===== src/rtl/rv32i_types.sv =====
package rv32i_types;

    typedef logic [31:0] rv32i_word;
    typedef logic [4:0]  rv32i_reg;

    typedef enum logic [6:0] {
        op_lui   = 7'b0110111,
        op_auipc = 7'b0010111,
        op_jal   = 7'b1101111,
        op_jalr  = 7'b1100111,
        op_br    = 7'b1100011,
        op_load  = 7'b0000011,
        op_store = 7'b0100011,
        op_imm   = 7'b0010011,
        op_reg   = 7'b0110011
    } rv32i_opcode;

    typedef enum logic [2:0] {
        beq  = 3'b000,
        bne  = 3'b001,
        blt  = 3'b100,
        bge  = 3'b101,
        bltu = 3'b110,
        bgeu = 3'b111
    } branch_funct3_t;

    typedef enum logic [2:0] {
        lb  = 3'b000,
        lh  = 3'b001,
        lw  = 3'b010,
        lbu = 3'b100,
        lhu = 3'b101
    } load_funct3_t;

    typedef enum logic [2:0] {
        sb = 3'b000,
        sh = 3'b001,
        sw = 3'b010
    } store_funct3_t;

    typedef enum logic [2:0] {
        add  = 3'b000,
        sll  = 3'b001,
        slt  = 3'b010,
        sltu = 3'b011,
        axor = 3'b100,
        sr   = 3'b101,
        aor  = 3'b110,
        aand = 3'b111
    } arith_funct3_t;

    // sub and sra sit on the slt/sltu codes
    typedef enum logic [2:0] {
        alu_add = 3'b000,
        alu_sll = 3'b001,
        alu_sra = 3'b010,
        alu_sub = 3'b011,
        alu_xor = 3'b100,
        alu_srl = 3'b101,
        alu_or  = 3'b110,
        alu_and = 3'b111
    } alu_ops;

    typedef enum logic {pcmux_plus4, pcmux_alu} pcmux_t;
    typedef enum logic {alumux1_rs1, alumux1_pc} alumux1_t;

    typedef enum logic [2:0] {
        alumux2_i_imm,
        alumux2_u_imm,
        alumux2_b_imm,
        alumux2_s_imm,
        alumux2_j_imm,
        alumux2_rs2
    } alumux2_t;

    typedef enum logic {cmpmux_rs2, cmpmux_i_imm} cmpmux_t;

    typedef enum logic [3:0] {
        regfilemux_alu_out,
        regfilemux_br_en,
        regfilemux_u_imm,
        regfilemux_pc_plus4,
        regfilemux_lb,
        regfilemux_lbu,
        regfilemux_lh,
        regfilemux_lhu,
        regfilemux_lw
    } regfilemux_t;

    typedef enum logic {marmux_pc, marmux_alu} marmux_t;

    typedef struct packed {
        rv32i_opcode    opcode;
        logic [2:0]     funct3;
        logic [6:0]     funct7;
        logic           mem_read;
        logic           mem_write;
        logic           load_regfile;
        pcmux_t         pcmux_sel;
        alumux1_t       alumux1_sel;
        alumux2_t       alumux2_sel;
        cmpmux_t        cmpmux_sel;
        regfilemux_t    regfilemux_sel;
        marmux_t        marmux_sel;
        alu_ops         aluop;
        branch_funct3_t cmpop;
        logic [3:0]     mem_byte_en; // unshifted
        logic           illegal;
    } rv32i_control_word;

    typedef struct packed {
        rv32i_word         pc;
        rv32i_reg          rd;
        rv32i_word         rs1_val;
        rv32i_word         rs2_val;
        rv32i_word         i_imm;
        rv32i_word         s_imm;
        rv32i_word         b_imm;
        rv32i_word         uj_imm; // j_imm for jal, u_imm otherwise
        rv32i_control_word ctrl;
    } decode_item_t;

    typedef struct packed {
        rv32i_word  pc;
        rv32i_word  next_pc;
        rv32i_reg   rd;
        logic       rd_we;
        rv32i_word  rd_value;
        logic       load_pending;
        logic       mem_read;
        logic       mem_write;
        rv32i_word  mem_addr;
        rv32i_word  mem_wdata;
        logic [3:0] mem_byte_en;
        logic       illegal;
    } retire_t;

endpackage


===== src/rtl/control_rom.sv =====
`timescale 1ns/10ps

module control_rom
    import rv32i_types::*;
(
    input  rv32i_opcode       opcode,
    input  logic [2:0]        funct3,
    input  logic [6:0]        funct7,
    output rv32i_control_word ctrl
);
    branch_funct3_t branch_funct3;
    load_funct3_t   load_funct3;
    store_funct3_t  store_funct3;
    arith_funct3_t  arith_funct3;

    assign branch_funct3 = branch_funct3_t'(funct3);
    assign load_funct3   = load_funct3_t'(funct3);
    assign store_funct3  = store_funct3_t'(funct3);
    assign arith_funct3  = arith_funct3_t'(funct3);

    always_comb begin
        // defaults first, each opcode overrides
        ctrl.opcode         = opcode;
        ctrl.funct3         = funct3;
        ctrl.funct7         = funct7;
        ctrl.mem_read       = 1'b0;
        ctrl.mem_write      = 1'b0;
        ctrl.load_regfile   = 1'b0;
        ctrl.pcmux_sel      = pcmux_plus4;
        ctrl.alumux1_sel    = alumux1_rs1;
        ctrl.alumux2_sel    = alumux2_i_imm;
        ctrl.cmpmux_sel     = cmpmux_rs2;
        ctrl.regfilemux_sel = regfilemux_alu_out;
        ctrl.marmux_sel     = marmux_pc;
        ctrl.aluop          = alu_add;
        ctrl.cmpop          = beq;
        ctrl.mem_byte_en    = 4'b1111;
        ctrl.illegal        = 1'b0;

        unique case (opcode)
            op_lui: begin
                ctrl.load_regfile   = 1'b1;
                ctrl.regfilemux_sel = regfilemux_u_imm;
            end
            op_auipc: begin
                ctrl.alumux1_sel  = alumux1_pc;
                ctrl.alumux2_sel  = alumux2_u_imm;
                ctrl.load_regfile = 1'b1;
            end
            op_jal: begin
                ctrl.pcmux_sel      = pcmux_alu;
                ctrl.alumux1_sel    = alumux1_pc;
                ctrl.alumux2_sel    = alumux2_j_imm;
                ctrl.load_regfile   = 1'b1;
                ctrl.regfilemux_sel = regfilemux_pc_plus4;
            end
            op_jalr: begin
                ctrl.pcmux_sel      = pcmux_alu;
                ctrl.load_regfile   = 1'b1;
                ctrl.regfilemux_sel = regfilemux_pc_plus4;
            end
            op_br: begin
                ctrl.alumux1_sel = alumux1_pc; // target = pc + b_imm
                ctrl.alumux2_sel = alumux2_b_imm;
                unique case (branch_funct3)
                    beq, bne, blt, bge, bltu, bgeu: ctrl.cmpop = branch_funct3;
                    default: ctrl.illegal = 1'b1;
                endcase
            end
            op_load: begin
                ctrl.marmux_sel   = marmux_alu;
                ctrl.load_regfile = 1'b1;
                ctrl.mem_read     = 1'b1;
                unique case (load_funct3)
                    lb:      ctrl.regfilemux_sel = regfilemux_lb;
                    lbu:     ctrl.regfilemux_sel = regfilemux_lbu;
                    lh:      ctrl.regfilemux_sel = regfilemux_lh;
                    lhu:     ctrl.regfilemux_sel = regfilemux_lhu;
                    lw:      ctrl.regfilemux_sel = regfilemux_lw;
                    default: ctrl.illegal = 1'b1;
                endcase
            end
            op_store: begin
                ctrl.marmux_sel  = marmux_alu;
                ctrl.alumux2_sel = alumux2_s_imm;
                ctrl.mem_write   = 1'b1;
                unique case (store_funct3)
                    sb:      ctrl.mem_byte_en = 4'b0001;
                    sh:      ctrl.mem_byte_en = 4'b0011;
                    sw:      ctrl.mem_byte_en = 4'b1111;
                    default: ctrl.illegal = 1'b1;
                endcase
            end
            op_imm, op_reg: begin
                ctrl.load_regfile = 1'b1;
                if (opcode == op_reg) begin
                    ctrl.alumux2_sel = alumux2_rs2;
                end else begin
                    ctrl.cmpmux_sel = cmpmux_i_imm; // slti/sltiu compare against imm
                end
                unique case (arith_funct3)
                    sr:   ctrl.aluop = funct7[5] ? alu_sra : alu_srl;
                    slt: begin
                        ctrl.cmpop          = blt;
                        ctrl.regfilemux_sel = regfilemux_br_en;
                    end
                    sltu: begin
                        ctrl.cmpop          = bltu;
                        ctrl.regfilemux_sel = regfilemux_br_en;
                    end
                    add: begin
                        // only the register form has sub
                        if (opcode == op_reg && funct7[5]) begin
                            ctrl.aluop = alu_sub;
                        end
                    end
                    default: ctrl.aluop = alu_ops'(funct3);
                endcase
            end
            default: ctrl.illegal = 1'b1;
        endcase

        if (ctrl.illegal) begin
            ctrl         = '0;
            ctrl.illegal = 1'b1;
        end
    end

    always_comb begin
        assert (!(ctrl.mem_read && ctrl.mem_write))
            else $error("control word asks for a read and a write together");
    end

endmodule


===== src/rtl/regfile.sv =====
`timescale 1ns/10ps

module regfile
    import rv32i_types::*;
#(
    parameter int XLEN       = 32,
    parameter int RESET_REGS = 1
) (
    input  logic            clk,
    input  logic            rst_n,
    input  rv32i_reg        rs1_addr,
    input  rv32i_reg        rs2_addr,
    output logic [XLEN-1:0] rs1_data,
    output logic [XLEN-1:0] rs2_data,
    input  logic            wr_en,
    input  rv32i_reg        wr_addr,
    input  logic [XLEN-1:0] wr_data
);
    logic [XLEN-1:0] regs [32];

    if (RESET_REGS != 0) begin : g_reset
        always_ff @(posedge clk) begin
            if (!rst_n) begin
                for (int i = 0; i < 32; i++) begin
                    regs[i] <= '0;
                end
            end else if (wr_en && wr_addr != '0) begin
                regs[wr_addr] <= wr_data;
            end
        end
    end else begin : g_no_reset
        always_ff @(posedge clk) begin
            if (wr_en && wr_addr != '0) begin
                regs[wr_addr] <= wr_data;
            end
        end
    end

    // x0 forced to zero on read
    assign rs1_data = (rs1_addr == '0) ? '0 : regs[rs1_addr];
    assign rs2_data = (rs2_addr == '0) ? '0 : regs[rs2_addr];

endmodule


===== src/rtl/decode_stage.sv =====
`timescale 1ns/10ps

module decode_stage
    import rv32i_types::*;
#(
    parameter int XLEN = 32
) (
    input  logic            clk,
    input  logic            rst_n,
    input  logic            in_valid,
    output logic            in_ready,
    input  logic [XLEN-1:0] in_pc,
    input  rv32i_word       in_instr,
    output rv32i_reg        rs1_addr,
    output rv32i_reg        rs2_addr,
    input  logic [XLEN-1:0] rs1_data,
    input  logic [XLEN-1:0] rs2_data,
    output logic            dec_valid,
    input  logic            dec_ready,
    output decode_item_t    dec_item
);
    rv32i_control_word ctrl;
    rv32i_word         i_imm;
    rv32i_word         s_imm;
    rv32i_word         b_imm;
    rv32i_word         u_imm;
    rv32i_word         j_imm;
    decode_item_t      item_next;
    logic              started;
    logic              hazard;
    logic              take;

    assign rs1_addr = in_instr[19:15];
    assign rs2_addr = in_instr[24:20];

    control_rom u_control_rom (
        .opcode (rv32i_opcode'(in_instr[6:0])),
        .funct3 (in_instr[14:12]),
        .funct7 (in_instr[31:25]),
        .ctrl   (ctrl)
    );

    assign i_imm = {{21{in_instr[31]}}, in_instr[30:20]};
    assign s_imm = {{21{in_instr[31]}}, in_instr[30:25], in_instr[11:7]};
    assign b_imm = {{20{in_instr[31]}}, in_instr[7], in_instr[30:25], in_instr[11:8], 1'b0};
    assign u_imm = {in_instr[31:12], 12'h000};
    assign j_imm = {{12{in_instr[31]}}, in_instr[19:12], in_instr[20], in_instr[30:21], 1'b0};

    // the held item writes the regfile only when it moves on, so wait for it
    assign hazard = dec_valid && dec_item.ctrl.load_regfile
                    && dec_item.ctrl.opcode != op_load && dec_item.rd != '0
                    && (rs1_addr == dec_item.rd || rs2_addr == dec_item.rd);

    assign in_ready = started && !(dec_valid && !dec_ready) && !hazard;
    assign take     = in_valid && in_ready;

    always_comb begin
        item_next.pc      = in_pc;
        item_next.rd      = in_instr[11:7];
        item_next.rs1_val = rs1_data;
        item_next.rs2_val = rs2_data;
        item_next.i_imm   = i_imm;
        item_next.s_imm   = s_imm;
        item_next.b_imm   = b_imm;
        item_next.uj_imm  = (ctrl.opcode == op_jal) ? j_imm : u_imm;
        item_next.ctrl    = ctrl;
    end

    always_ff @(posedge clk) begin
        if (!rst_n) begin
            started   <= 1'b0; // holds in_ready low through reset
            dec_valid <= 1'b0;
        end else begin
            started <= 1'b1;
            if (take) begin
                dec_valid <= 1'b1;
            end else if (dec_ready) begin
                dec_valid <= 1'b0;
            end
        end
    end

    always_ff @(posedge clk) begin
        if (take) begin
            dec_item <= item_next;
        end
    end

    a_dec_hold: assert property (@(posedge clk) disable iff (!rst_n)
        dec_valid && !dec_ready |=> dec_valid && $stable(dec_item))
        else $error("decode item changed while stalled");

endmodule


===== src/rtl/execute_stage.sv =====
`timescale 1ns/10ps

module execute_stage
    import rv32i_types::*;
#(
    parameter int XLEN = 32
) (
    input  logic            clk,
    input  logic            rst_n,
    input  logic            dec_valid,
    output logic            dec_ready,
    input  decode_item_t    dec_item,
    output logic            wr_en,
    output rv32i_reg        wr_addr,
    output logic [XLEN-1:0] wr_data,
    output logic            out_valid,
    input  logic            out_ready,
    output retire_t         out_rec
);
    rv32i_control_word ctrl;
    rv32i_word         alu_a;
    rv32i_word         alu_b;
    rv32i_word         alu_out;
    rv32i_word         cmp_b;
    rv32i_word         pc_plus4;
    rv32i_word         wb_value;
    rv32i_word         mem_addr;
    logic              br_en;
    logic              is_load;
    logic              rd_we;
    logic              take;
    retire_t           rec_next;

    assign ctrl     = dec_item.ctrl;
    assign pc_plus4 = dec_item.pc + 32'd4;

    always_comb begin
        alu_a = (ctrl.alumux1_sel == alumux1_pc) ? dec_item.pc : dec_item.rs1_val;
        unique case (ctrl.alumux2_sel)
            alumux2_u_imm, alumux2_j_imm: alu_b = dec_item.uj_imm;
            alumux2_b_imm: alu_b = dec_item.b_imm;
            alumux2_s_imm: alu_b = dec_item.s_imm;
            alumux2_rs2:   alu_b = dec_item.rs2_val;
            default:       alu_b = dec_item.i_imm;
        endcase
    end

    always_comb begin
        unique case (ctrl.aluop)
            alu_sll: alu_out = alu_a << alu_b[4:0];
            alu_sra: alu_out = $unsigned($signed(alu_a) >>> alu_b[4:0]);
            alu_sub: alu_out = alu_a - alu_b;
            alu_xor: alu_out = alu_a ^ alu_b;
            alu_srl: alu_out = alu_a >> alu_b[4:0];
            alu_or:  alu_out = alu_a | alu_b;
            alu_and: alu_out = alu_a & alu_b;
            default: alu_out = alu_a + alu_b;
        endcase
    end

    // rs1 always on the comparator's left
    always_comb begin
        cmp_b = (ctrl.cmpmux_sel == cmpmux_i_imm) ? dec_item.i_imm : dec_item.rs2_val;
        unique case (ctrl.cmpop)
            bne:     br_en = dec_item.rs1_val != cmp_b;
            blt:     br_en = $signed(dec_item.rs1_val) < $signed(cmp_b);
            bge:     br_en = $signed(dec_item.rs1_val) >= $signed(cmp_b);
            bltu:    br_en = dec_item.rs1_val < cmp_b;
            bgeu:    br_en = dec_item.rs1_val >= cmp_b;
            default: br_en = dec_item.rs1_val == cmp_b;
        endcase
    end

    assign is_load = ctrl.regfilemux_sel inside {regfilemux_lb, regfilemux_lbu,
                     regfilemux_lh, regfilemux_lhu, regfilemux_lw};
    assign rd_we   = ctrl.load_regfile && !is_load && !ctrl.illegal && dec_item.rd != '0;

    always_comb begin
        unique case (ctrl.regfilemux_sel)
            regfilemux_alu_out:  wb_value = alu_out;
            regfilemux_br_en:    wb_value = rv32i_word'(br_en);
            regfilemux_u_imm:    wb_value = dec_item.uj_imm;
            regfilemux_pc_plus4: wb_value = pc_plus4;
            default:             wb_value = '0; // load data comes back later
        endcase
    end

    assign mem_addr = (ctrl.marmux_sel == marmux_alu) ? alu_out : dec_item.pc;

    always_comb begin
        rec_next.pc       = dec_item.pc;
        rec_next.next_pc  = pc_plus4;
        if (ctrl.opcode == op_jalr) begin
            rec_next.next_pc = {alu_out[XLEN-1:1], 1'b0};
        end else if (ctrl.pcmux_sel == pcmux_alu || (ctrl.opcode == op_br && br_en)) begin
            rec_next.next_pc = alu_out;
        end
        rec_next.rd           = dec_item.rd;
        rec_next.rd_we        = rd_we;
        rec_next.rd_value     = rd_we ? wb_value : '0;
        rec_next.load_pending = ctrl.mem_read;
        rec_next.mem_read     = ctrl.mem_read;
        rec_next.mem_write    = ctrl.mem_write;
        rec_next.mem_addr     = mem_addr;
        rec_next.mem_wdata    = '0;
        rec_next.mem_byte_en  = 4'b0000;
        if (ctrl.mem_write) begin
            rec_next.mem_wdata = dec_item.rs2_val << {mem_addr[1:0], 3'b000};
        end
        if (ctrl.mem_read || ctrl.mem_write) begin
            rec_next.mem_byte_en = ctrl.mem_byte_en << mem_addr[1:0];
        end
        rec_next.illegal = ctrl.illegal;
    end

    assign dec_ready = !(out_valid && !out_ready);
    assign take      = dec_valid && dec_ready;

    // regfile write lines up with the capture into out_rec
    assign wr_en   = take && rd_we;
    assign wr_addr = dec_item.rd;
    assign wr_data = rec_next.rd_value;

    always_ff @(posedge clk) begin
        if (!rst_n) begin
            out_valid <= 1'b0;
        end else if (take) begin
            out_valid <= 1'b1;
        end else if (out_ready) begin
            out_valid <= 1'b0;
        end
    end

    always_ff @(posedge clk) begin
        if (take) begin
            out_rec <= rec_next;
        end
    end

    a_wr_x0: assert property (@(posedge clk) disable iff (!rst_n)
        wr_en |-> wr_addr != '0)
        else $error("regfile write to x0");

endmodule


===== src/rtl/rv32i_datapath.sv =====
`timescale 1ns/10ps

module rv32i_datapath
    import rv32i_types::*;
#(
    parameter int XLEN       = 32,
    parameter int RESET_REGS = 1
) (
    input  logic            clk,
    input  logic            rst_n,
    input  logic            in_valid,
    output logic            in_ready,
    input  logic [XLEN-1:0] in_pc,
    input  rv32i_word       in_instr,
    output logic            out_valid,
    input  logic            out_ready,
    output retire_t         out_rec
);
    rv32i_reg        rs1_addr;
    rv32i_reg        rs2_addr;
    logic [XLEN-1:0] rs1_data;
    logic [XLEN-1:0] rs2_data;
    logic            dec_valid;
    logic            dec_ready;
    decode_item_t    dec_item;
    logic            wr_en;
    rv32i_reg        wr_addr;
    logic [XLEN-1:0] wr_data;

    decode_stage #(
        .XLEN (XLEN)
    ) u_decode_stage (
        .clk       (clk),
        .rst_n     (rst_n),
        .in_valid  (in_valid),
        .in_ready  (in_ready),
        .in_pc     (in_pc),
        .in_instr  (in_instr),
        .rs1_addr  (rs1_addr),
        .rs2_addr  (rs2_addr),
        .rs1_data  (rs1_data),
        .rs2_data  (rs2_data),
        .dec_valid (dec_valid),
        .dec_ready (dec_ready),
        .dec_item  (dec_item)
    );

    execute_stage #(
        .XLEN (XLEN)
    ) u_execute_stage (
        .clk       (clk),
        .rst_n     (rst_n),
        .dec_valid (dec_valid),
        .dec_ready (dec_ready),
        .dec_item  (dec_item),
        .wr_en     (wr_en),
        .wr_addr   (wr_addr),
        .wr_data   (wr_data),
        .out_valid (out_valid),
        .out_ready (out_ready),
        .out_rec   (out_rec)
    );

    regfile #(
        .XLEN       (XLEN),
        .RESET_REGS (RESET_REGS)
    ) u_regfile (
        .clk      (clk),
        .rst_n    (rst_n),
        .rs1_addr (rs1_addr),
        .rs2_addr (rs2_addr),
        .rs1_data (rs1_data),
        .rs2_data (rs2_data),
        .wr_en    (wr_en),
        .wr_addr  (wr_addr),
        .wr_data  (wr_data)
    );

endmodule


===== config.mk =====
export PLATFORM = sky130hd
export DESIGN_NAME = rv32i_datapath
export DESIGN_NICKNAME = d
export VERILOG_FILES = /design/src/rtl/rv32i_types.sv /design/src/rtl/control_rom.sv /design/src/rtl/regfile.sv /design/src/rtl/decode_stage.sv /design/src/rtl/execute_stage.sv /design/src/rtl/rv32i_datapath.sv
export SDC_FILE = /design/constraint.sdc
export NUM_CORES = 2
export LEC_CHECK = 0
export ABC_AREA = 1
export CORE_ASPECT_RATIO = 0.6
export CORE_MARGIN = 2
export CORE_UTILIZATION = 30
export CTS_BUF_LIST = sky130_fd_sc_hd__clkbuf_8 sky130_fd_sc_hd__clkbuf_16
export CTS_CLUSTER_SIZE = 30
export DETAILED_ROUTE_END_ITERATION = 8
export DONT_BUFFER_PORTS = 1
export PLACE_DENSITY = 0.47
export SLEW_MARGIN = 5
export SYNTH_ARGS = -nofsm -noshare
export SYNTH_HDL_FRONTEND = slang
export SYNTH_HIERARCHICAL = 1
export SYNTH_SLANG_ARGS = --single-unit

===== constraint.sdc =====
create_clock -name clk -period 6.7 [get_ports clk]
set_input_delay 0.67 -clock clk [delete_from_list [all_inputs] [get_ports clk]]
set_output_delay 0.67 -clock clk [all_outputs]
set_load 0.02 [all_outputs]

# Yosys cells after proc, flatten, opt, wreduce, memory -nomap -nowiden
# Memories as Yosys holds them, arrays and structs flattened. A register that Yosys moved wholly into a read port is not among the register bits.
# Index checks and enable logic that the tools add are counted.
[totals] register_bits=313 ram_bits=1024 inputBits=68 output_inout_bits=176 memories=1
[mem_list] name="u_regfile.regs" words=32 width=32 rd=2 rd_ports_with_merged_regs=2 wr=32 line="regfile.sv:19" source="logic [XLEN-1:0] regs [32];"
[classes] addsub=3 order_cmp=4 n_eq_ne=50 n_shift=5 mux=50 bitwise=4 n_reduce_logical=46
[op_table] operator="one-hot mux 32 bit (4 select lines)" count=2
[op_table] operator="two-way mux 32 bit" count=7
[op_table] operator="one-hot mux 32 bit (7 select lines)" count=1
[op_table] operator="greater-or-equal comparator 32 bit" count=2
[op_table] operator="< comparator 32 bit" count=2
[op_table] operator="<< shifter 32 x 5 -> 32 bit" count=2
[op_table] operator="equality test 3 bit (second input constant)" count=14
[op_table] operator="equality test 7 bit (second input constant)" count=6
[op_table] operator="two-way mux 42 bit" count=1
[op_table] operator="adder 32 x 3 -> 32 bit (second input constant)" count=1
[op_table] operator="adder 32 bit" count=1
[op_table] operator="AND 32 bit" count=1
[op_table] operator="equality test 32 bit" count=1
[op_table] operator="!= test 32 bit" count=1
[op_table] operator="OR 32 bit" count=1
[op_table] operator="OR reduction 32 bit" count=1
[op_table] operator="right shift 32 x 5 -> 32 bit" count=1
[op_table] operator=">>> shifter 32 x 5 -> 32 bit" count=1
[op_table] operator="subtractor 32 bit" count=1
[op_table] operator="bitwise XOR 32 bit" count=1
[op_table] operator="two-way mux 31 bit" count=1
[op_table] operator="two-way mux 1 bit" count=22
[op_table] operator="equality test 7 x 6 -> 1 bit (second input constant)" count=3
[op_table] operator="one-hot mux 4 bit (5 select lines)" count=1
[op_table] operator="other kinds (37)" count=87

# Longest topological paths before layout
[depth] word_depth=13 ltp_mapped=39 mapped_depth_nobuf=35

# Modules after synthesis
# Netlist, hierarchy kept.
[modules_own_cells] mod="regfile" n_inst=1 cells_each=7255 area_per_inst_um2=56624.3 seq_area_each_um2=30749.5
[modules_own_cells] mod="execute_stage" n_inst=1 cells_each=2929 area_per_inst_um2=19234.7 seq_area_each_um2=5215.0
[modules_own_cells] mod="decode_stage" n_inst=1 cells_each=390 area_per_inst_um2=6785.3 seq_area_each_um2=5595.4
[modules_own_cells] mod="control_rom" n_inst=1 cells_each=127 area_per_inst_um2=740.7 seq_area_each_um2=0.0

# Worst setup path before layout
# No wires, ideal clock.
[synth_timing] path_kind="input port to flip-flop" start="input port out_ready" end="register, netlist name u_decode_stage/dec_item[0]" setup_ns=0.537 arrival_time_ns=4.712 required_ns=6.163 slack_ns=1.451 cell_stages=6 path_cell_list="inv_1 > nand2_1 > inv_1 > a21boi_0 > nand3_1 > inv_1"
[synth_via] elab_chain_cells=7
[synth_lines] item="from (decl)" line="rv32i_datapath.sv:16" source="input logic out_ready,"
[synth_lines] item="logical NOT 1 bit" line="execute_stage.sv:116" source="assign dec_ready = !(out_valid && !out_ready);"
[synth_lines] item="logical AND 1 bit" line="execute_stage.sv:116"
[synth_lines] item="logical AND 1 bit" line="decode_stage.sv:54" source="assign in_ready = started && !(dec_valid && !dec_ready) && !hazard;"
[synth_lines] item="logical NOT 1 bit" line="decode_stage.sv:54"
[synth_lines] item="logical AND 1 bit (2 in series)" line="decode_stage.sv:54"
[synth_lines] item="logical AND 1 bit" line="decode_stage.sv:55" source="assign take = in_valid && in_ready;"
[synth_lines] item="net u_decode_stage.take" line="decode_stage.sv:31" source="logic take;"
# The timed path passes the listed nets, and every way through them passes these cells.
# A chain may end at the register's enable or synchronous reset.

==> run_results.csv <==
group,metric,value,unit
floorplanning,pin_count,244,
detailed_routing,wl,441600,um
grt,gr-usage-met1,43.58,%
timing,max_freq,151.0,MHz
clock_network,cts.htree.levels,4,
placement,dp_slack,-0.005063,ns
grt,grt_busiest_layer,"met1",
grt,grt_pass1_wl,593700,um
grt,grt_max_degree,553,
timing,slew_violations,142,
status,status,"complete, but fails checks",
status,violations,"max-capacitance violations, max-slew violations",
grt,gr-usage-met2,36.73,%
timing,fin_skew,0.04763,ns
grt,grt_use_total,30.18,%
power_and_ir_drop,cellPowerDensity,243.3,nW/um^2
clock_network,clock_latency,0.84,ns
detailed_routing,dr_total_vias,80710,
setup_path,cp_max_fo,31,
clock_network,root_buffer,"clkbuf_16",
clock_network,path_clk_slew,0.06,ns
floorplanning,dieHeight,411.3,um
layout,nFillCells,28730,
floorplanning,dieWidth,682.8,um
grt,grtUsageMet3,18.26,%
timing,period_needed,6.622,ns
flow_run,drv_cap,2,
clock_network,clock_sinks,1375,
grt,antenna_found_initial,37,
timing,rsz0062_at_grt,"no",
timing,slew_headroom,-5.253,%
setup_path,cp_slowest_cell,"nor4_2",
layout,drive_above_1_share,6.049,%
timing,setup_viol,0,
synthesis,netlist_instances,10680,
floorplanning,initial_utilization,30.17,%
setup_path,required,7.37,ns
setup_path,critPathArrivalTime,7.29,ns
placement,portBuffers,0,
clock_network,cts_buffers,148,
synthesis,syn-cell-area,82950,um^2
detailed_routing,drtPass1Iterations,7,
synthesis,syn_avg_cell_area,7.770,um^2
detailed_routing,ant_nets,0,
setup_path,critPathMaxStageDelay,0.62,ns
floorplanning,core_area,275000,um^2
setup_path,crit_path_end_kind,"register",
clock_network,cts_buffer_depth,4,
clock_network,post-cts-setup-buffers,0,
detailed_routing,vias_per_cell,5.710,
setup_path,worst_setup_path_start_kind,"register",
grt,grt-ovfl-total,0,
detailed_routing,drc,0,
layout,nNetsFinal,10510,
power_and_ir_drop,ir_worst_vdd,0.1898,mV
layout,area_delta_synth_final,10.29,%
floorplanning,rows,149,
timing,worst_slew_pin_slew,1.579,ns
placement,placed_area,86190,um^2
floorplanning,die_area,280900,um^2
timing,hold_viol,0,
synthesis,yosysWarnings,6,
setup_path,crit_type,"reg2reg",
placement,gp_congestion,1.145,
detailed_routing,wire_per_inst,31.24,um
grt,grt_pass1_vias,71370,
detailed_routing,drtIter0Drc,14320,
layout,design_area,91490,um^2
timing,fin_crit_sh,98.84,%
power_and_ir_drop,leakagePower,35.75,nW
clock_network,cts_tree,"done",
placement,place_hpwl,295500,um
worst_hold_path,hold_class,"in2reg",
timing,worst_slack,0.07788,ns
## cells in the final DEF (no fill, tap or decap), drive strengths merged, types with 3 or more instances in the layout
master       instances
a221oi              10
o211ai              38
ha                 137
o21ai              709
o31ai                4
a21boi               6
clkbuf             152
diode               21
nand3b              10
nand2             3074
xor2                61
a22o                 6
nor2              2023
a211oi               9
nand4               59
dlygate4sd3         53
o21a                 9
buf                287
or2                  4
nor4                22
bufinv              10
a21oi              266
a21o                 4
conb                34
and2                 4
nand3             1321
dfxtp                3
a31oi                8
inv                543
nor3                54
xnor2                7
edfxtp            1372
mux2i               27
a2111oi              3
o2111ai              4
clkinv              67
## repair_timing
item,in CTS,in global routing
pin swaps,0,0
hold buffers,51,2
endpoints found under the hold margin,53,2
gates resized for setup,1,3
setup endpoints to repair,9,32
## flip-flops by register name (all words and copies together) (netlist names)
register                   cells
u_decode_stage/dec_item      175
u_decode_stage/dec_valid       1
u_decode_stage/started         1
u_regfile/regs              1024
u_execute_stage/out_valid      1
u_execute_stage/out_rec      173
## final timing paths
kind	from	slack (ns)	to	cells after the start
setup / recovery	u_decode_stage/dec_item[17]	0.08	u_regfile/regs[1][27]	28
hold / removal	in_instr[13]	0.06	u_decode_stage/dec_item[14]	1
setup reg to reg	u_decode_stage/dec_item[17]	0.08	u_regfile/regs[1][27]	28
hold reg to reg	u_decode_stage/dec_item[242]	0.53	u_execute_stage/out_rec[145]	0
## worst max-delay path: cells and delay by family (launching register included)
| kind | cells | cell delay (ns) |
|---|---|---|
| and+or+nand+nor | 17 | 3.75 |
| xor gates and xnor gates | 1 | 0.10 |
| DFF | 1 | 0.48 |
| adders and majority gates | 1 | 0.44 |
| AOI/OAI and AO/OA | 2 | 0.49 |
| buffers and inverters | 7 | 1.15 |
## routing by layer
metal	wire length (um)	part of all wire [%]	vias to the layer above
met5	582	0.13	-
met4	11750	2.7	24
met3	79930	18	648
met2	158200	36	5912
met1	191100	43	39710
li1	-	-	34420
## through the flow
stage	hold slack [ns]	TNS [ns]	power, mW	cells	utilization [%]
floorplan	0.4166	0	12.26	10710	-
global placement	0.4967	-2.636	13.66	13800	31.34
detailed placement	0.4943	-0.008394	13.66	13800	31.34
CTS	0.003825	0	21.94	14110	33.20
global route	0.02477	0	22.82	14120	33.25
finish	0.06197	0	22.26	14140	33.27
## area by class of cell
| class | count | area [um^2] | share of cell area [%] |
|---|---|---|---|
| sequential | 1375 | 41260 | 45.10 |
| clock inverter | 106 | 794.5 | 0.8684 |
| multi-input combinational | 7927 | 35610 | 38.93 |
| antenna | 21 | 52.55 | 0.05744 |
| tap | 3699 | 4628 | 5.059 |
| inverter | 515 | 1982 | 2.166 |
| timing repair buffer | 340 | 3366 | 3.679 |
| clock buffer | 152 | 3792 | 4.145 |
## where the power goes
part / internal (mW) / leakage [nW] / switching (mW)
Sequential: 9.80 / 13.8 / 0.287
Combinational: 0.913 / 19.5 / 2.93
Clock: 4.51 / 2.36 / 3.82
(Power assumes the default switching activity.)
